## src/logic/icache_defines.svh

```systemverilog
`ifndef ICACHE_DEFINES_SVH
`define ICACHE_DEFINES_SVH

////////////////////
// cache geometry

// 32 lines of 8 bytes
`define ICACHE_WAYS 4
`define ICACHE_SETS 8

////////////////////
// miss handling

`define MISS_QUEUE_LEN 8
// lines fetched ahead of the demand line
`define NUM_PREFETCH 2
`define MAX_OUTSTANDING 4

`endif

```

## src/logic/fetch_pkg.sv

```systemverilog
`default_nettype none
`include "icache_defines.svh"

package fetch_pkg;

  // byte address and one 8-byte line
  typedef logic [31:0] fetch_addr_t;
  typedef logic [63:0] line_data_t;

  // index is addr[5:3], tag is everything above it
  typedef logic [$clog2(`ICACHE_SETS)-1:0]  set_idx_t;
  typedef logic [28-$clog2(`ICACHE_SETS):0] line_tag_t;

  // line returned from memory, written by the cache store
  typedef struct packed {
    logic        valid;
    fetch_addr_t line_addr;
    line_data_t  data;
  } cache_fill_t;

endpackage

`default_nettype wire

```

## src/logic/mem_bus_pkg.sv

```systemverilog
`default_nettype none
`include "icache_defines.svh"

package mem_bus_pkg;

  ////////////////////
  // memory bus

  typedef enum logic [1:0] {
    bus_none = 2'h0,
    bus_load = 2'h1
  } mem_command_t;

  // zero means the command was not accepted
  typedef logic [3:0] mem_tag_t;

  ////////////////////
  // miss queue to bus port

  // line address only, low 3 bits zero
  typedef struct packed {
    fetch_pkg::fetch_addr_t line_addr;
  } miss_request_t;

endpackage

`default_nettype wire

```

## src/logic/mem_bus_port.sv

```systemverilog
`default_nettype none
`timescale 1ns/100ps
`include "icache_defines.svh"

module mem_bus_port (
  input  wire                               clock,
  input  wire                               reset,
  input  wire                               miss_req,
  input  wire  mem_bus_pkg::miss_request_t  miss_request,
  input  wire  mem_bus_pkg::mem_tag_t       mem_response,
  input  wire  fetch_pkg::line_data_t       mem_data,
  input  wire  mem_bus_pkg::mem_tag_t       mem_data_tag,
  output logic                              miss_ack,
  output mem_bus_pkg::mem_command_t         mem_command,
  output fetch_pkg::fetch_addr_t            mem_addr,
  output fetch_pkg::cache_fill_t            fill
);
  import fetch_pkg::*;
  import mem_bus_pkg::*;

  localparam int DEPTH    = `MAX_OUTSTANDING;
  localparam int PTR_BITS = $clog2(DEPTH);

  typedef enum logic [1:0] {
    idle,
    issue,
    acked
  } port_state_t;

  // one load waiting for its data
  typedef struct packed {
    mem_tag_t    tag;
    fetch_addr_t line_addr;
  } pending_t;

  port_state_t         state;
  port_state_t         state_next;
  pending_t            pend_mem [DEPTH];
  logic [PTR_BITS-1:0] wr_ptr;
  logic [PTR_BITS-1:0] rd_ptr;
  logic [PTR_BITS:0]   count;
  logic                accepted;
  logic                tag_match;
  logic                fill_valid;
  fetch_addr_t         fill_addr;
  line_data_t          fill_data;

  ////////////////////
  // request FSM

  // no new attempt while the tag FIFO is full
  always_comb begin
    state_next = state;
    case (state)
      idle: begin
        if (miss_req && (count < DEPTH)) begin
          state_next = issue;
        end
      end
      issue: begin
        if (accepted) begin
          state_next = acked;
        end
      end
      acked: begin
        if (!miss_req) begin
          state_next = idle;
        end
      end
      default: state_next = idle;
    endcase
  end

  // command held until memory returns a tag
  assign accepted    = (state == issue) && (mem_response != '0);
  assign miss_ack    = (state == acked);
  assign mem_command = (state == issue) ? bus_load : bus_none;
  assign mem_addr    = (state == issue) ? miss_request.line_addr : '0;

  ////////////////////
  // outstanding tags

  assign tag_match = (count != '0) && (mem_data_tag != '0) &&
                     (mem_data_tag == pend_mem[rd_ptr].tag);

  always_ff @(posedge clock) begin
    if (reset) begin
      state      <= idle;
      wr_ptr     <= '0;
      rd_ptr     <= '0;
      count      <= '0;
      fill_valid <= 1'b0;
    end else begin
      state      <= state_next;
      fill_valid <= tag_match;
      if (accepted) begin
        wr_ptr <= wr_ptr + 1'b1;
      end
      if (tag_match) begin
        rd_ptr <= rd_ptr + 1'b1;
      end
      case ({accepted, tag_match})
        2'b10:   count <= count + 1'b1;
        2'b01:   count <= count - 1'b1;
        default: count <= count;
      endcase
    end
  end

  always_ff @(posedge clock) begin
    if (accepted) begin
      pend_mem[wr_ptr] <= '{tag: mem_response, line_addr: miss_request.line_addr};
    end
    if (tag_match) begin
      fill_addr <= pend_mem[rd_ptr].line_addr;
      fill_data <= mem_data;
    end
  end

  // one-cycle fill pulse to the cache store
  assign fill = '{valid: fill_valid, line_addr: fill_addr, data: fill_data};

  // memory answers in the order it accepted
  a_tag_in_order: assert property (@(posedge clock) disable iff (reset)
    ((mem_data_tag != '0) && (count != '0)) |-> (mem_data_tag == pend_mem[rd_ptr].tag))
    else $error("mem_bus_port: returned tag is not the oldest outstanding");

endmodule

`default_nettype wire

```

## config.mk

```make
export PLATFORM = sky130hd
export DESIGN_NAME = mem_bus_port
export DESIGN_NICKNAME = d
export VERILOG_FILES = /design/src/logic/fetch_pkg.sv /design/src/logic/mem_bus_pkg.sv /design/src/logic/mem_bus_port.sv
export VERILOG_INCLUDE_DIRS = /design/src /design/src/logic
export SDC_FILE = /design/constraint.sdc
export NUM_CORES = 1
export LEC_CHECK = 0
export BUFFER_PORTS_ARGS = -buffer_cell sky130_fd_sc_hd__buf_4
export CORE_UTILIZATION = 35
export CTS_BUF_LIST = sky130_fd_sc_hd__clkbuf_2 sky130_fd_sc_hd__clkbuf_4 sky130_fd_sc_hd__clkbuf_8
export DETAILED_ROUTE_END_ITERATION = 10
export HOLD_SLACK_MARGIN = 0.15
export PLACE_DENSITY = 0.55
export REMOVE_ABC_BUFFERS = 1
export SLEW_MARGIN = 20
export SYNTH_ARGS = -nofsm -noshare
export SYNTH_HDL_FRONTEND = slang
export SYNTH_SLANG_ARGS = --single-unit
```

## constraint.sdc

```tcl
create_clock -name clock -period 8.8 [get_ports clock]
set_input_delay 0.44 -clock clock [delete_from_list [all_inputs] [get_ports clock]]
set_output_delay 0.44 -clock clock [all_outputs]
set_load 0.03 [all_outputs]
```

==> metrics.txt, run 1 <==
# TYPE chip_impl_metric gauge
chip_impl_metric{name="dp.cells",unit=""} 947
chip_impl_metric{name="setup_violations",unit=""} 0
chip_impl_metric{name="vdd_ir_drop_max",unit="V"} 0.0000896
chip_impl_metric{name="ctsResizeCount",unit=""} 0
chip_impl_info{name="cp_cell_sequence",value="mux4_2 > xor2_1 > a211o_1 > nor3_4 > buf_4 > buf_4"} 1
chip_impl_metric{name="leakage_power_of_the_design",unit="µW"} 0.00474
chip_impl_info{name="cts_tree",value="yes"} 1
chip_impl_metric{name="num_io_pins",unit=""} 239
chip_impl_metric{name="overflow",unit=""} 0
chip_impl_info{name="post_synth_main_area_contributors",value="sky130_fd_sc_hd__edfxtp_1 (81%), sky130_fd_sc_hd__mux4_2 (8.8%), sky130_fd_sc_hd__dfxtp_1 (2.7%)"} 1
chip_impl_metric{name="fin_setup_tns",unit="ns"} 0
chip_impl_metric{name="worst_margin_pin_slew",unit="ns"} 1.04
chip_impl_metric{name="skew",unit="ns"} 0.0148
chip_impl_metric{name="max_slew_headroom",unit=""} 0.309
chip_impl_metric{name="floorplan.rows",unit=""} 58
chip_impl_metric{name="hold_viol_final",unit=""} 0
chip_impl_metric{name="drive_above_1_share",unit=""} 0.436
chip_impl_metric{name="detailedPlacementHpwl",unit="µm"} 12200
chip_impl_metric{name="synth.yosys.warnings",unit=""} 0
chip_impl_metric{name="final.setup.worst_slack",unit="ns"} 5.07
chip_impl_metric{name="drt_drc_violations_left",unit=""} 0
chip_impl_metric{name="numPortBuffers",unit=""} 237
chip_impl_info{name="cp-start-kind",value="flip-flop"} 1
chip_impl_metric{name="synth_xor_xnor_area_share",unit=""} 0.00685
chip_impl_metric{name="place_worst_setup_slack",unit="ns"} 5.00
chip_impl_metric{name="floorplan.core_area",unit="µm²"} 25100
chip_impl_metric{name="fraction_of_the_mapped_netlist_area_in_adder_cells",unit=""} 0.00923
chip_impl_metric{name="clockBufferDepth",unit=""} 3
chip_impl_metric{name="synthesis.area",unit="µm²"} 8940
chip_impl_metric{name="post_cts_hold_buffer_count",unit=""} 101
chip_impl_info{name="synthDominantAreaCellType",value="sky130_fd_sc_hd__edfxtp_1"} 1
chip_impl_info{name="worst_path_max_delay_cell",value="sky130_fd_sc_hd__dfxtp_4"} 1
chip_impl_metric{name="timing.critical_path.arrival",unit="ns"} 3.88
chip_impl_info{name="synth_top_family_by_area",value="multiplexers"} 1
chip_impl_metric{name="final_max_slew_viol_count",unit=""} 0
chip_impl_metric{name="critical_path_peak_fanout",unit=""} 74
chip_impl_metric{name="post_drt_via_cell_ratio",unit=""} 4.48
chip_impl_metric{name="grt_max_degree",unit=""} 75
chip_impl_metric{name="initial_antenna_violation_count",unit=""} 1
chip_impl_info{name="setup.worst_path.end_class",value="flip-flop"} 1
chip_impl_metric{name="drt_pass1_iterations",unit=""} 6
chip_impl_metric{name="gp_congestion",unit=""} 0.718
chip_impl_metric{name="avgRoutedWirePerCell",unit="µm"} 17.8
chip_impl_metric{name="avg_inst_size_synth",unit="µm²"} 22.8
chip_impl_metric{name="yosys_register_bits",unit=""} 252
chip_impl_metric{name="areaGrowthSynthToFinish",unit="%"} 44.6
chip_impl_metric{name="yosysSeqAreaShare",unit=""} 0.833
chip_impl_metric{name="die_width",unit="µm"} 162
chip_impl_info{name="unrepaired_setup_endpoints_after_global_routing",value="false"} 1
chip_impl_metric{name="die_h",unit="µm"} 162
chip_impl_metric{name="cts-buffers-inserted",unit=""} 41
chip_impl_metric{name="fraction_of_the_mapped_netlist_area_in_compound_gates",unit=""} 0.00504
chip_impl_metric{name="num_vias",unit=""} 5036
chip_impl_info{name="mostFrequentLayoutCell",value="sky130_fd_sc_hd__edfxtp_1"} 1
chip_impl_metric{name="floorplan.die_area",unit="µm²"} 26200
chip_impl_metric{name="track_usage",unit=""} 0.151
chip_impl_metric{name="source_to_sink_clock_delay_at_the_later_pin_of_the_worst_skew_pair",unit="ns"} 0.53
chip_impl_info{name="outcome",value="finished, final reports clean"} 1
chip_impl_metric{name="finalWorstPathRequiredPeriod",unit="ns"} 3.73
chip_impl_metric{name="synthMuxAreaShare",unit=""} 0.0964
chip_impl_metric{name="cts.clk_slew.worst_paths",unit="ns"} 0.07
chip_impl_metric{name="post_cts.repair.setup_buffers",unit=""} 0
chip_impl_metric{name="synth_cells",unit=""} 393
chip_impl_metric{name="drt.antenna.violating_nets",unit=""} 0
chip_impl_info{name="critical-path-top-cell-by-count",value="sky130_fd_sc_hd__buf_4"} 1
chip_impl_metric{name="critical_path.max_stage_delay",unit="ns"} 0.86
chip_impl_metric{name="h-tree-depth",unit=""} 2
chip_impl_info{name="cts-root-buf",value="sky130_fd_sc_hd__clkbuf_8"} 1
chip_impl_metric{name="layout.cells.non_filler",unit=""} 1123
chip_impl_metric{name="initial_utilization",unit=""} 0.356
chip_impl_metric{name="simple_gate_portion_of_the_synthesized_area",unit=""} 0.0393
chip_impl_metric{name="global_route_wire_length_before_repair",unit="µm"} 29500
chip_impl_metric{name="post-route-period-util",unit=""} 0.423
chip_impl_metric{name="max_freq",unit="MHz"} 268
chip_impl_metric{name="netlist.area_leader.share",unit=""} 0.806
chip_impl_metric{name="first_global_vias",unit=""} 5339
chip_impl_metric{name="clock-sinks",unit=""} 252
chip_impl_metric{name="number_of_violations_reported_at_the_end_of_detailed_routing_iteration_0",unit=""} 308
chip_impl_metric{name="worst_hold_slack",unit="ns"} 0.177
chip_impl_info{name="mostFrequentLayoutCells",value="sky130_fd_sc_hd__edfxtp_1 (240), sky130_fd_sc_hd__buf_4 (239), sky130_fd_sc_hd__dlygate4sd3_1 (101), sky130_fd_sc_hd__clkbuf_8 (44), sky130_fd_sc_hd__mux4_2 (35)"} 1
chip_impl_metric{name="nFillCells",unit=""} 2031
chip_impl_metric{name="worst_ep_required_time",unit="ns"} 8.95
chip_impl_metric{name="power_per_cell_area",unit="nW/µm²"} 195
chip_impl_metric{name="antenna_cells_inserted",unit=""} 0
chip_impl_metric{name="synth.lib_cells_used.distinct",unit=""} 30
chip_impl_info{name="timing_worst_setup_path_type",value="flip-flop to flip-flop"} 1
chip_impl_info{name="worst_hold_path_type",value="primary input to flip-flop"} 1
chip_impl_metric{name="maxcap_violations",unit=""} 0
chip_impl_metric{name="wirelength",unit="µm"} 20000
chip_impl_metric{name="finalNetCount",unit=""} 874
==> worst max-delay path: cells and delay by family, from the launching register on <==
family | cells | cell delay [ns]
xor gates and xnor gates | 1 | 0.15
muxes | 1 | 0.60
DFF | 1 | 0.86
buffers and inverters | 2 | 1.13
and+or+nand+nor | 1 | 0.22
AOI/OAI and AO/OA | 1 | 0.30
==> final cells by class <==
type,count,area (µm²),share of cell area
clock buffer,54,681,0.0526
clock inverter,21,143,0.0110
inverter,5,18.8,0.00145
multi-input combinational,121,1420,0.110
sequential,252,7450,0.576
tap,330,413,0.0319
timing repair buffer,340,2810,0.217
==> cell families after synthesis <==
family / after synthesis
flip-flops: 252
adder cells (fa/ha/maj): 6
multiplexers: 42
other: 1
buffers and inverters: 20
XOR/XNOR: 7
AO/OA/AOI/OAI: 7
AND/OR/NAND/NOR: 58
==> synth_stat cells <==
| master | n |
|---|---|
| sky130_fd_sc_hd__edfxtp_1 | 240 |
| sky130_fd_sc_hd__and2_1 | 36 |
| sky130_fd_sc_hd__mux4_2 | 35 |
| sky130_fd_sc_hd__dfxtp_1 | 12 |
| sky130_fd_sc_hd__nor2_1 | 9 |
| sky130_fd_sc_hd__clkbuf_1 | 7 |
| sky130_fd_sc_hd__ha_1 | 5 |
| sky130_fd_sc_hd__inv_1 | 5 |
| sky130_fd_sc_hd__xnor2_1 | 5 |
| sky130_fd_sc_hd__buf_2 | 4 |
| sky130_fd_sc_hd__mux2i_1 | 4 |
| sky130_fd_sc_hd__nor2b_1 | 4 |
| sky130_fd_sc_hd__buf_4 | 3 |
| sky130_fd_sc_hd__mux2_1 | 3 |
| sky130_fd_sc_hd__nor4_1 | 3 |
| sky130_fd_sc_hd__a21oi_1 | 2 |
| sky130_fd_sc_hd__nor3_1 | 2 |
| sky130_fd_sc_hd__xor2_1 | 2 |
| sky130_fd_sc_hd__a211o_1 | 1 |
| sky130_fd_sc_hd__a22oi_1 | 1 |
| sky130_fd_sc_hd__a31oi_1 | 1 |
| sky130_fd_sc_hd__buf_1 | 1 |
| sky130_fd_sc_hd__conb_1 | 1 |
| sky130_fd_sc_hd__fa_1 | 1 |
| sky130_fd_sc_hd__nand2_1 | 1 |
| sky130_fd_sc_hd__nor3_4 | 1 |
| sky130_fd_sc_hd__nor4_2 | 1 |
| sky130_fd_sc_hd__o21ai_0 | 1 |
| sky130_fd_sc_hd__o31ai_1 | 1 |
| sky130_fd_sc_hd__or3_1 | 1 |
==> per-layer routing <==
metal / share of wire / GRT usage / vias up
li1: - / - / 2308
met1: 0.39 / 0.175 / 2466
met2: 0.51 / 0.267 / 223
met3: 0.081 / 0.0411 / 39
met4: 0.021 / 0.0527 / 0
met5: 0 / 0 / -
==> state kept, by name (all words and copies together) (netlist names), named ones only <==
register / flops
state: 2
rd_ptr: 2
pend_mem: 144
count: 3
fill_data: 64
wr_ptr: 2
fill_addr: 32
fill_valid: 1
==> final timing paths <==
kind                   from      endpoint  slack [ns]  depth (start not counted)
hold reg to reg    state[1]      state[0]        0.51                          1
hold / removal        reset     wr_ptr[0]        0.18                          2
setup / recovery  flip-flop  fill_addr[0]        5.07                          6
setup reg to reg  flip-flop  fill_addr[0]        5.07                          6
==> power by group <==
part	total [µW]	internal, µW	switching (µW)	leakage [µW]
clock network	1010	563	444	0.000433
registers	1340	1340	8.08	0.00227
logic	176	93.6	82.4	0.00204
==> metrics by stage <==
stage | utilization | power [µW] | area (µm²)
2_1_floorplan | - | 1430 | 8870
3_3_place_gp | 0.442 | 1510 | 11100
3_5_place_dp | 0.442 | 1510 | 11100
4_1_cts | 0.515 | 2550 | 12900
5_1_grt | 0.515 | 2610 | 12900
6_report | 0.515 | 2530 | 12900
Power figures use the tool's default switching activity.
==> run 2, diff against run 1 <==
PLACE_DENSITY = 0.57   (was 0.55)
clock period = 3.15 ns   (was 8.8 ns; I/O delays follow)
==> run 2 against run 1 <==
Worst setup slack lost 4.7 ns. Sequential share of layout area fell by 0.45 points. Register-to-register slack worse by 4.7 ns. First-iteration DRC count is 37% lower. Critical path depth did not move.
==> metrics.txt, run 2 (same netlist as run 1, synthesis figures left out) <==
# TYPE chip_impl_metric gauge
chip_impl_info{name="unrepaired_setup_endpoints_after_global_routing",value="false"} 1
chip_impl_info{name="cp_cell_sequence",value="mux4_2 > xnor2_1 > nand2_1 > dlygate4sd3_1 > nor4_1 > dlygate4sd3_1"} 1
chip_impl_metric{name="worst-r2r-setup-slack",unit="ns"} 0.38
chip_impl_metric{name="finalNetCount",unit=""} 883
chip_impl_metric{name="detailedPlacementHpwl",unit="µm"} 11600
chip_impl_metric{name="num_vias",unit=""} 5053
chip_impl_metric{name="floorplan.rows",unit=""} 58
chip_impl_info{name="top_register",value="pend_mem"} 1
chip_impl_metric{name="wl_met1",unit="µm"} 7550
chip_impl_metric{name="worst_hold_path.num_cells",unit=""} 5
chip_impl_info{name="cp_top_family",value="buffers and inverters"} 1
chip_impl_metric{name="hold_viol_final",unit=""} 0
chip_impl_metric{name="die_width",unit="µm"} 162
chip_impl_info{name="cts-root-buf",value="sky130_fd_sc_hd__clkbuf_8"} 1
chip_impl_metric{name="wirelength",unit="µm"} 19400
chip_impl_info{name="r2r_endpoint",value="fill_valid"} 1
chip_impl_metric{name="seq_power_share",unit=""} 0.533
chip_impl_metric{name="power_per_cell_area",unit="nW/µm²"} 539
chip_impl_metric{name="number_of_violations_reported_at_the_end_of_detailed_routing_iteration_0",unit=""} 195
chip_impl_metric{name="setup_violations",unit=""} 0
chip_impl_metric{name="internal-power",unit="µW"} 5590
chip_impl_metric{name="post-route-period-util",unit=""} 0.880
chip_impl_metric{name="vdd_ir_drop_max",unit="V"} 0.000257
chip_impl_info{name="worst_path_max_delay_cell",value="sky130_fd_sc_hd__dlygate4sd3_1"} 1
chip_impl_metric{name="timing.critical_path.arrival",unit="ns"} 3.22
chip_impl_metric{name="max_slew_headroom",unit=""} 0.529
chip_impl_metric{name="largest_reg_flops",unit=""} 144
chip_impl_metric{name="worstSetupPathDepth",unit=""} 6
chip_impl_metric{name="h-tree-depth",unit=""} 2
chip_impl_metric{name="power.total",unit="µW"} 7030
chip_impl_metric{name="drive_above_1_share",unit=""} 0.438
chip_impl_metric{name="max_freq",unit="MHz"} 361
chip_impl_info{name="timing_worst_setup_path_type",value="flip-flop to flip-flop"} 1
chip_impl_metric{name="multiInputGateArea",unit="µm²"} 1420
chip_impl_metric{name="cp.buffers_inverters",unit=""} 2
chip_impl_info{name="setup.worst_path.end_class",value="flip-flop"} 1
chip_impl_metric{name="initial_utilization",unit=""} 0.356
chip_impl_metric{name="met2_length",unit="µm"} 10300
chip_impl_metric{name="worst_hold_slack",unit="ns"} 0.264
chip_impl_metric{name="clock-sinks",unit=""} 252
chip_impl_info{name="worst_hold_path_type",value="primary input to flip-flop"} 1
chip_impl_metric{name="track_usage",unit=""} 0.148
chip_impl_info{name="outcome",value="finished, final reports clean"} 1
chip_impl_metric{name="leakage_power_of_the_design",unit="µW"} 0.00479
chip_impl_metric{name="power.net_switching",unit="µW"} 1440
chip_impl_info{name="maxUsedRoutingLayer",value="met4"} 1
chip_impl_metric{name="first_global_vias",unit=""} 5370
chip_impl_metric{name="skew",unit="ns"} 0.0103
chip_impl_metric{name="nFillCells",unit=""} 2010
chip_impl_metric{name="drt_pass1_iterations",unit=""} 4
chip_impl_metric{name="source_to_sink_clock_delay_at_the_later_pin_of_the_worst_skew_pair",unit="ns"} 0.52
chip_impl_metric{name="clockBufferDepth",unit=""} 3
chip_impl_metric{name="die_h",unit="µm"} 162
chip_impl_metric{name="drt_drc_violations_left",unit=""} 0
chip_impl_metric{name="final_area",unit="µm²"} 13000
chip_impl_info{name="cp-start-kind",value="flip-flop"} 1
chip_impl_metric{name="cts-buffers-inserted",unit=""} 42
chip_impl_metric{name="route.met3.wl",unit="µm"} 1270
chip_impl_info{name="biggestRegsByFlops",value="pend_mem x144, fill_data x64, fill_addr x32"} 1
chip_impl_metric{name="ctsResizeCount",unit=""} 0
chip_impl_metric{name="global_route_wire_length_before_repair",unit="µm"} 29000
chip_impl_metric{name="grt_max_degree",unit=""} 99
chip_impl_info{name="mostFrequentLayoutCells",value="sky130_fd_sc_hd__edfxtp_1 (240), sky130_fd_sc_hd__buf_4 (240), sky130_fd_sc_hd__dlygate4sd3_1 (106), sky130_fd_sc_hd__clkbuf_8 (43), sky130_fd_sc_hd__mux4_2 (35)"} 1
chip_impl_metric{name="floorplan.core_area",unit="µm²"} 25100
chip_impl_info{name="cts_tree",value="yes"} 1
chip_impl_metric{name="areaGrowthSynthToFinish",unit="%"} 45.7
chip_impl_metric{name="avgRoutedWirePerCell",unit="µm"} 17.2
chip_impl_metric{name="initial_antenna_violation_count",unit=""} 0
chip_impl_metric{name="critical_path.max_stage_delay",unit="ns"} 0.62
chip_impl_metric{name="share_comb_of_total_power",unit=""} 0.072
chip_impl_metric{name="overflow",unit=""} 0
chip_impl_info{name="hp-start",value="mem_data_tag[3]"} 1
chip_impl_metric{name="post_cts.repair.setup_buffers",unit=""} 0
chip_impl_metric{name="critical_path_peak_fanout",unit=""} 7
chip_impl_metric{name="post_cts_hold_buffer_count",unit=""} 106
chip_impl_metric{name="gp_congestion",unit=""} 0.769
chip_impl_metric{name="power.share.clock",unit=""} 0.395
chip_impl_metric{name="drt.antenna.violating_nets",unit=""} 0
chip_impl_metric{name="swShare",unit=""} 0.204
chip_impl_metric{name="timing.reg2reg.worst_path_depth",unit=""} 6
chip_impl_metric{name="finalWorstPathRequiredPeriod",unit="ns"} 2.77
chip_impl_metric{name="maxcap_violations",unit=""} 0
chip_impl_metric{name="cts.clk_slew.worst_paths",unit="ns"} 0.06
chip_impl_info{name="critical-path-top-cell-by-count",value="sky130_fd_sc_hd__dlygate4sd3_1"} 1
chip_impl_metric{name="post_drt_via_cell_ratio",unit=""} 4.47
chip_impl_metric{name="fin_setup_tns",unit="ns"} 0
chip_impl_metric{name="worst_ep_required_time",unit="ns"} 3.60
chip_impl_metric{name="fin_util",unit=""} 0.519
chip_impl_metric{name="placement.cell_area",unit="µm²"} 11100
chip_impl_metric{name="floorplan.die_area",unit="µm²"} 26200
chip_impl_metric{name="num_io_pins",unit=""} 239
chip_impl_metric{name="storage_element_area",unit="µm²"} 7450
chip_impl_metric{name="final_max_slew_viol_count",unit=""} 0
chip_impl_metric{name="numPortBuffers",unit=""} 237
chip_impl_metric{name="worst_margin_pin_slew",unit="ns"} 0.706
[run 2: worst max path at each step]
stage                    from          to  slack [ns]
CTS                 flip-flop  fill_valid        0.41
global route        flip-flop  fill_valid        0.27
global placement    flip-flop    count[2]        0.50
detailed placement  flip-flop    count[2]        0.45
finish              flip-flop  fill_valid        0.38
floorplan           flip-flop    count[2]       -3.23
[run 2: cell type report]
type                            instances  share of cell area
Sequential cell                       252               0.572
Timing Repair Buffer                  348               0.223
Multi-Input combinational cell        121               0.109
Clock buffer                           57              0.0535
Tap cell                              330              0.0317
Clock inverter                         17             0.00960
Inverter                                5             0.00144
Antenna cell                            1            0.000192
[run 2: power groups by stage]
stage                     clock (µW)  sequential, µW  combinational (µW)
final                           2780            3750                 503
after detailed placement           0            3820                 402
after CTS                       2860            3750                 510
after global placement             0            3820                 389
after global routing            3000            3750                 539
after floorplan                    0            3850                 146
[run 2: per-stage QoR]
stage,std cells,setup slack (ns)
final,1131,0.378
after global routing,1130,0.273
after CTS,1129,0.415
after detailed placement,949,0.452
after global placement,949,0.498
after floorplan,378,-3.23
[run 2: worst min-delay path, stage by stage]
cell and delay (ns):
sky130_fd_sc_hd__buf_4 0.09, sky130_fd_sc_hd__xnor2_1 0.06, sky130_fd_sc_hd__nand2_1 0.15, sky130_fd_sc_hd__nor4_2 0.08
sky130_fd_sc_hd__mux2_1 0.21
[run 2: metal layers]
| layer | GRT usage | vias to the layer above |
|---|---|---|
| li1 | - | 2324 |
| met1 | 0.169 | 2482 |
| met2 | 0.272 | 213 |
| met3 | 0.0345 | 34 |
| met4 | 0.0450 | 0 |
| met5 | 0 | - |
==> run 3, diff against run 2 <==
ABC_AREA = 1   (was unset)
==> run 3 against run 2 <==
Die area grew 2.7%. Global-route usage grew 1.5 points. Clock power grew 4%. Critical path type unchanged. Clock skew grew 0.017 ns. Critical path depth grew 8. Largest cell class unchanged. Hold slack lost 0.059 ns. Non-clock buffer count grew 7. Area after synthesis grew 2.7%. Design area grew 2.3%. Flip-flop and latch count is the same. Sequential power grew 1%. Largest power group unchanged.
==> metrics.txt, run 3 <==
# TYPE chip_impl_metric gauge
chip_impl_metric{name="netlist.area_leader.share",unit=""} 0.784
chip_impl_metric{name="track_usage",unit=""} 0.163
chip_impl_metric{name="clock-sinks",unit=""} 252
chip_impl_metric{name="worst_ep_required_time",unit="ns"} 3.61
chip_impl_metric{name="drt_pass1_iterations",unit=""} 4
chip_impl_metric{name="first_global_vias",unit=""} 6101
chip_impl_metric{name="h-tree-depth",unit=""} 2
chip_impl_metric{name="critical_path_peak_fanout",unit=""} 23
chip_impl_metric{name="overflow",unit=""} 0
chip_impl_metric{name="yosys_register_bits",unit=""} 252
chip_impl_info{name="timing_worst_setup_path_type",value="flip-flop to flip-flop"} 1
chip_impl_metric{name="cts.clk_slew.worst_paths",unit="ns"} 0.05
chip_impl_metric{name="dp.cells",unit=""} 1168
chip_impl_info{name="cp-start-kind",value="flip-flop"} 1
chip_impl_metric{name="drive_above_1_share",unit=""} 0.332
chip_impl_metric{name="post-route-period-util",unit=""} 0.803
chip_impl_metric{name="power_per_cell_area",unit="nW/µm²"} 549
chip_impl_metric{name="placement.cell_area",unit="µm²"} 11400
chip_impl_info{name="worst_path_max_delay_cell",value="sky130_fd_sc_hd__dfxtp_2"} 1
chip_impl_info{name="setup.worst_path.end_class",value="flip-flop"} 1
chip_impl_metric{name="synth_cells",unit=""} 617
chip_impl_metric{name="setup_violations",unit=""} 0
chip_impl_metric{name="async_reset_ff_frac",unit=""} 0
chip_impl_metric{name="synth.yosys.warnings",unit=""} 0
chip_impl_metric{name="synth-edff-count",unit=""} 240
chip_impl_metric{name="areaGrowthSynthToFinish",unit="%"} 45.1
chip_impl_info{name="biggestRegsByFlops",value="pend_mem x144, fill_data x64, fill_addr x32"} 1
chip_impl_metric{name="maxcap_violations",unit=""} 0
chip_impl_metric{name="leakage_power_of_the_design",unit="µW"} 0.00522
chip_impl_metric{name="drt_drc_violations_left",unit=""} 0
chip_impl_info{name="cp_cell_sequence",value="buf_4 > nand3_1 > nand2_1 > nand2_1 > nand2_1 > nor2_4 > nand3b_4 > inv_4 > ha_1 > fa_1 > a21oi_1 > o21a_1 > o21ai_0 > a21oi_1"} 1
chip_impl_metric{name="grt_max_degree",unit=""} 97
chip_impl_info{name="synth_ff_type",value="sky130_fd_sc_hd__edfxtp_1"} 1
chip_impl_metric{name="num_vias",unit=""} 6055
chip_impl_metric{name="max_freq",unit="MHz"} 396
chip_impl_metric{name="num_io_pins",unit=""} 239
chip_impl_info{name="post_synth_main_area_contributors",value="sky130_fd_sc_hd__edfxtp_1 (78%), sky130_fd_sc_hd__nor2_1 (4.7%), sky130_fd_sc_hd__o21ai_0 (3.7%)"} 1
chip_impl_metric{name="nFillCells",unit=""} 2118
chip_impl_metric{name="clockBufferDepth",unit=""} 3
chip_impl_metric{name="worst_margin_pin_slew",unit="ns"} 0.661
chip_impl_metric{name="drt.antenna.violating_nets",unit=""} 0
chip_impl_metric{name="post_cts.repair.setup_buffers",unit=""} 0
chip_impl_metric{name="cts-buffers-inserted",unit=""} 42
chip_impl_metric{name="antenna_cells_inserted",unit=""} 0
chip_impl_metric{name="skew",unit="ns"} 0.0270
chip_impl_metric{name="numPortBuffers",unit=""} 237
chip_impl_info{name="mostFrequentLayoutCells",value="sky130_fd_sc_hd__buf_4 (244), sky130_fd_sc_hd__edfxtp_1 (240), sky130_fd_sc_hd__nor2_1 (112), sky130_fd_sc_hd__dlygate4sd3_1 (107), sky130_fd_sc_hd__o21ai_0 (68)"} 1
chip_impl_info{name="mostFrequentLayoutCell",value="sky130_fd_sc_hd__buf_4"} 1
chip_impl_metric{name="initial_antenna_violation_count",unit=""} 0
chip_impl_info{name="synth_most_common_cell",value="sky130_fd_sc_hd__edfxtp_1"} 1
chip_impl_info{name="critical-path-top-cell-by-count",value="sky130_fd_sc_hd__nand2_1"} 1
chip_impl_metric{name="die_h",unit="µm"} 164
chip_impl_metric{name="avgRoutedWirePerCell",unit="µm"} 16.6
chip_impl_metric{name="yosysSeqAreaShare",unit=""} 0.810
chip_impl_info{name="cts_tree",value="yes"} 1
chip_impl_metric{name="post_drt_via_cell_ratio",unit=""} 4.49
chip_impl_metric{name="initial_utilization",unit=""} 0.361
chip_impl_info{name="top_register",value="pend_mem"} 1
chip_impl_info{name="unrepaired_setup_endpoints_after_global_routing",value="false"} 1
chip_impl_info{name="worst_hold_path_type",value="primary input to flip-flop"} 1
chip_impl_metric{name="detailedPlacementHpwl",unit="µm"} 13900
chip_impl_metric{name="hold_viol_final",unit=""} 0
chip_impl_info{name="most_frequent_cells_after_synthesis",value="sky130_fd_sc_hd__edfxtp_1 (240), sky130_fd_sc_hd__nor2_1 (116), sky130_fd_sc_hd__o21ai_0 (68), sky130_fd_sc_hd__inv_1 (48), sky130_fd_sc_hd__o22ai_1 (32)"} 1
chip_impl_metric{name="floorplan.die_area",unit="µm²"} 26900
chip_impl_info{name="synthDominantAreaCellType",value="sky130_fd_sc_hd__edfxtp_1"} 1
chip_impl_metric{name="avg_inst_size_synth",unit="µm²"} 14.9
chip_impl_metric{name="number_of_violations_reported_at_the_end_of_detailed_routing_iteration_0",unit=""} 440
chip_impl_metric{name="layout.cells.non_filler",unit=""} 1349
chip_impl_metric{name="synthesis.area",unit="µm²"} 9190
chip_impl_metric{name="source_to_sink_clock_delay_at_the_later_pin_of_the_worst_skew_pair",unit="ns"} 0.55
chip_impl_metric{name="gp_congestion",unit=""} 0.763
chip_impl_metric{name="critical_path.max_stage_delay",unit="ns"} 0.49
chip_impl_metric{name="max_slew_headroom",unit=""} 0.559
chip_impl_metric{name="wirelength",unit="µm"} 22400
chip_impl_info{name="cts-root-buf",value="sky130_fd_sc_hd__clkbuf_8"} 1
chip_impl_metric{name="vdd_ir_drop_max",unit="V"} 0.000289
chip_impl_metric{name="final_area",unit="µm²"} 13300
chip_impl_metric{name="largest_reg_flops",unit=""} 144
chip_impl_metric{name="finalWorstPathRequiredPeriod",unit="ns"} 2.53
chip_impl_metric{name="floorplan.core_area",unit="µm²"} 25500
chip_impl_metric{name="final_max_slew_viol_count",unit=""} 0
chip_impl_metric{name="die_width",unit="µm"} 164
chip_impl_info{name="outcome",value="finished, final reports clean"} 1
chip_impl_metric{name="worst_hold_slack",unit="ns"} 0.206
chip_impl_metric{name="finalNetCount",unit=""} 1102
chip_impl_metric{name="timing.critical_path.arrival",unit="ns"} 2.99
chip_impl_metric{name="global_route_wire_length_before_repair",unit="µm"} 33200
chip_impl_metric{name="floorplan.rows",unit=""} 58
chip_impl_metric{name="synth.lib_cells_used.distinct",unit=""} 30
-- run 3: what timing repair did --
item / 4_1_cts / 5_1_grt
hold buffers: 107 / 0
endpoints found under the hold margin: 220 / 0
gates resized for setup: 0 / 0
-- run 3: per-stage QoR --
stage	utilization	setup TNS [ns]	setup slack (ns)	power, µW
after floorplan	-	-163.17	-2.33	4100
after global routing	0.523	0	0.338	7590
final	0.523	0	0.622	7310
after CTS	0.523	0	0.589	7400
after detailed placement	0.448	0	0.596	4390
after global placement	0.448	0	0.646	4380
-- run 3: where the power goes --
part | leakage [µW] | internal (µW) | total (µW) | switching [µW]
registers | 0.00227 | 3760 | 3790 | 24.8
logic | 0.00251 | 289 | 635 | 346
clock network | 0.000447 | 1630 | 2890 | 1260
-- run 3: worst max-delay path: cells and delay by family, from the launching register on --
family,cells,cell delay [ns]
adders and majority gates,2,0.61
and+or+nand+nor,6,0.50
AOI/OAI and AO/OA,4,0.49
DFF,1,0.49
buffers and inverters,2,0.38
-- run 3: path summary, 6_finish.rpt --
path	from	endpoint	slack, ns	cells past startpoint
setup / recovery	flip-flop	count[2]	0.62	14
hold / removal	mem_data_tag[1]	rd_ptr[0]	0.21	7
setup reg to reg	flip-flop	count[2]	0.62	14
hold reg to reg	count[2]	count[2]	0.45	1
-- run 3: area by class of cell --
class / count / area (µm²) / area share
sequential: 252 / 7450 / 0.559
timing repair buffer: 355 / 2980 / 0.224
multi-input combinational: 287 / 1440 / 0.108
clock buffer: 60 / 713 / 0.0535
tap: 330 / 413 / 0.0310
inverter: 51 / 201 / 0.0151
clock inverter: 14 / 133 / 0.00995
-- run 3: kinds of logic after synthesis --
family	Yosys count	share of synthesized area
AO/OA/AOI/OAI	108	0.0634
XOR/XNOR	1	0.000953
adder cells (fa/ha/maj)	6	0.00899
buffers and inverters	78	0.0364
flip-flops	252	0.810
other	1	0.000408
AND/OR/NAND/NOR	171	0.0795
-- run 3: metal layers --
layer / routed length (µm) / GRT usage
met1: 9460 / 0.203
met2: 10700 / 0.279
met4: 385 / 0.0455
met5: 0 / 0
met3: 1850 / 0.0424
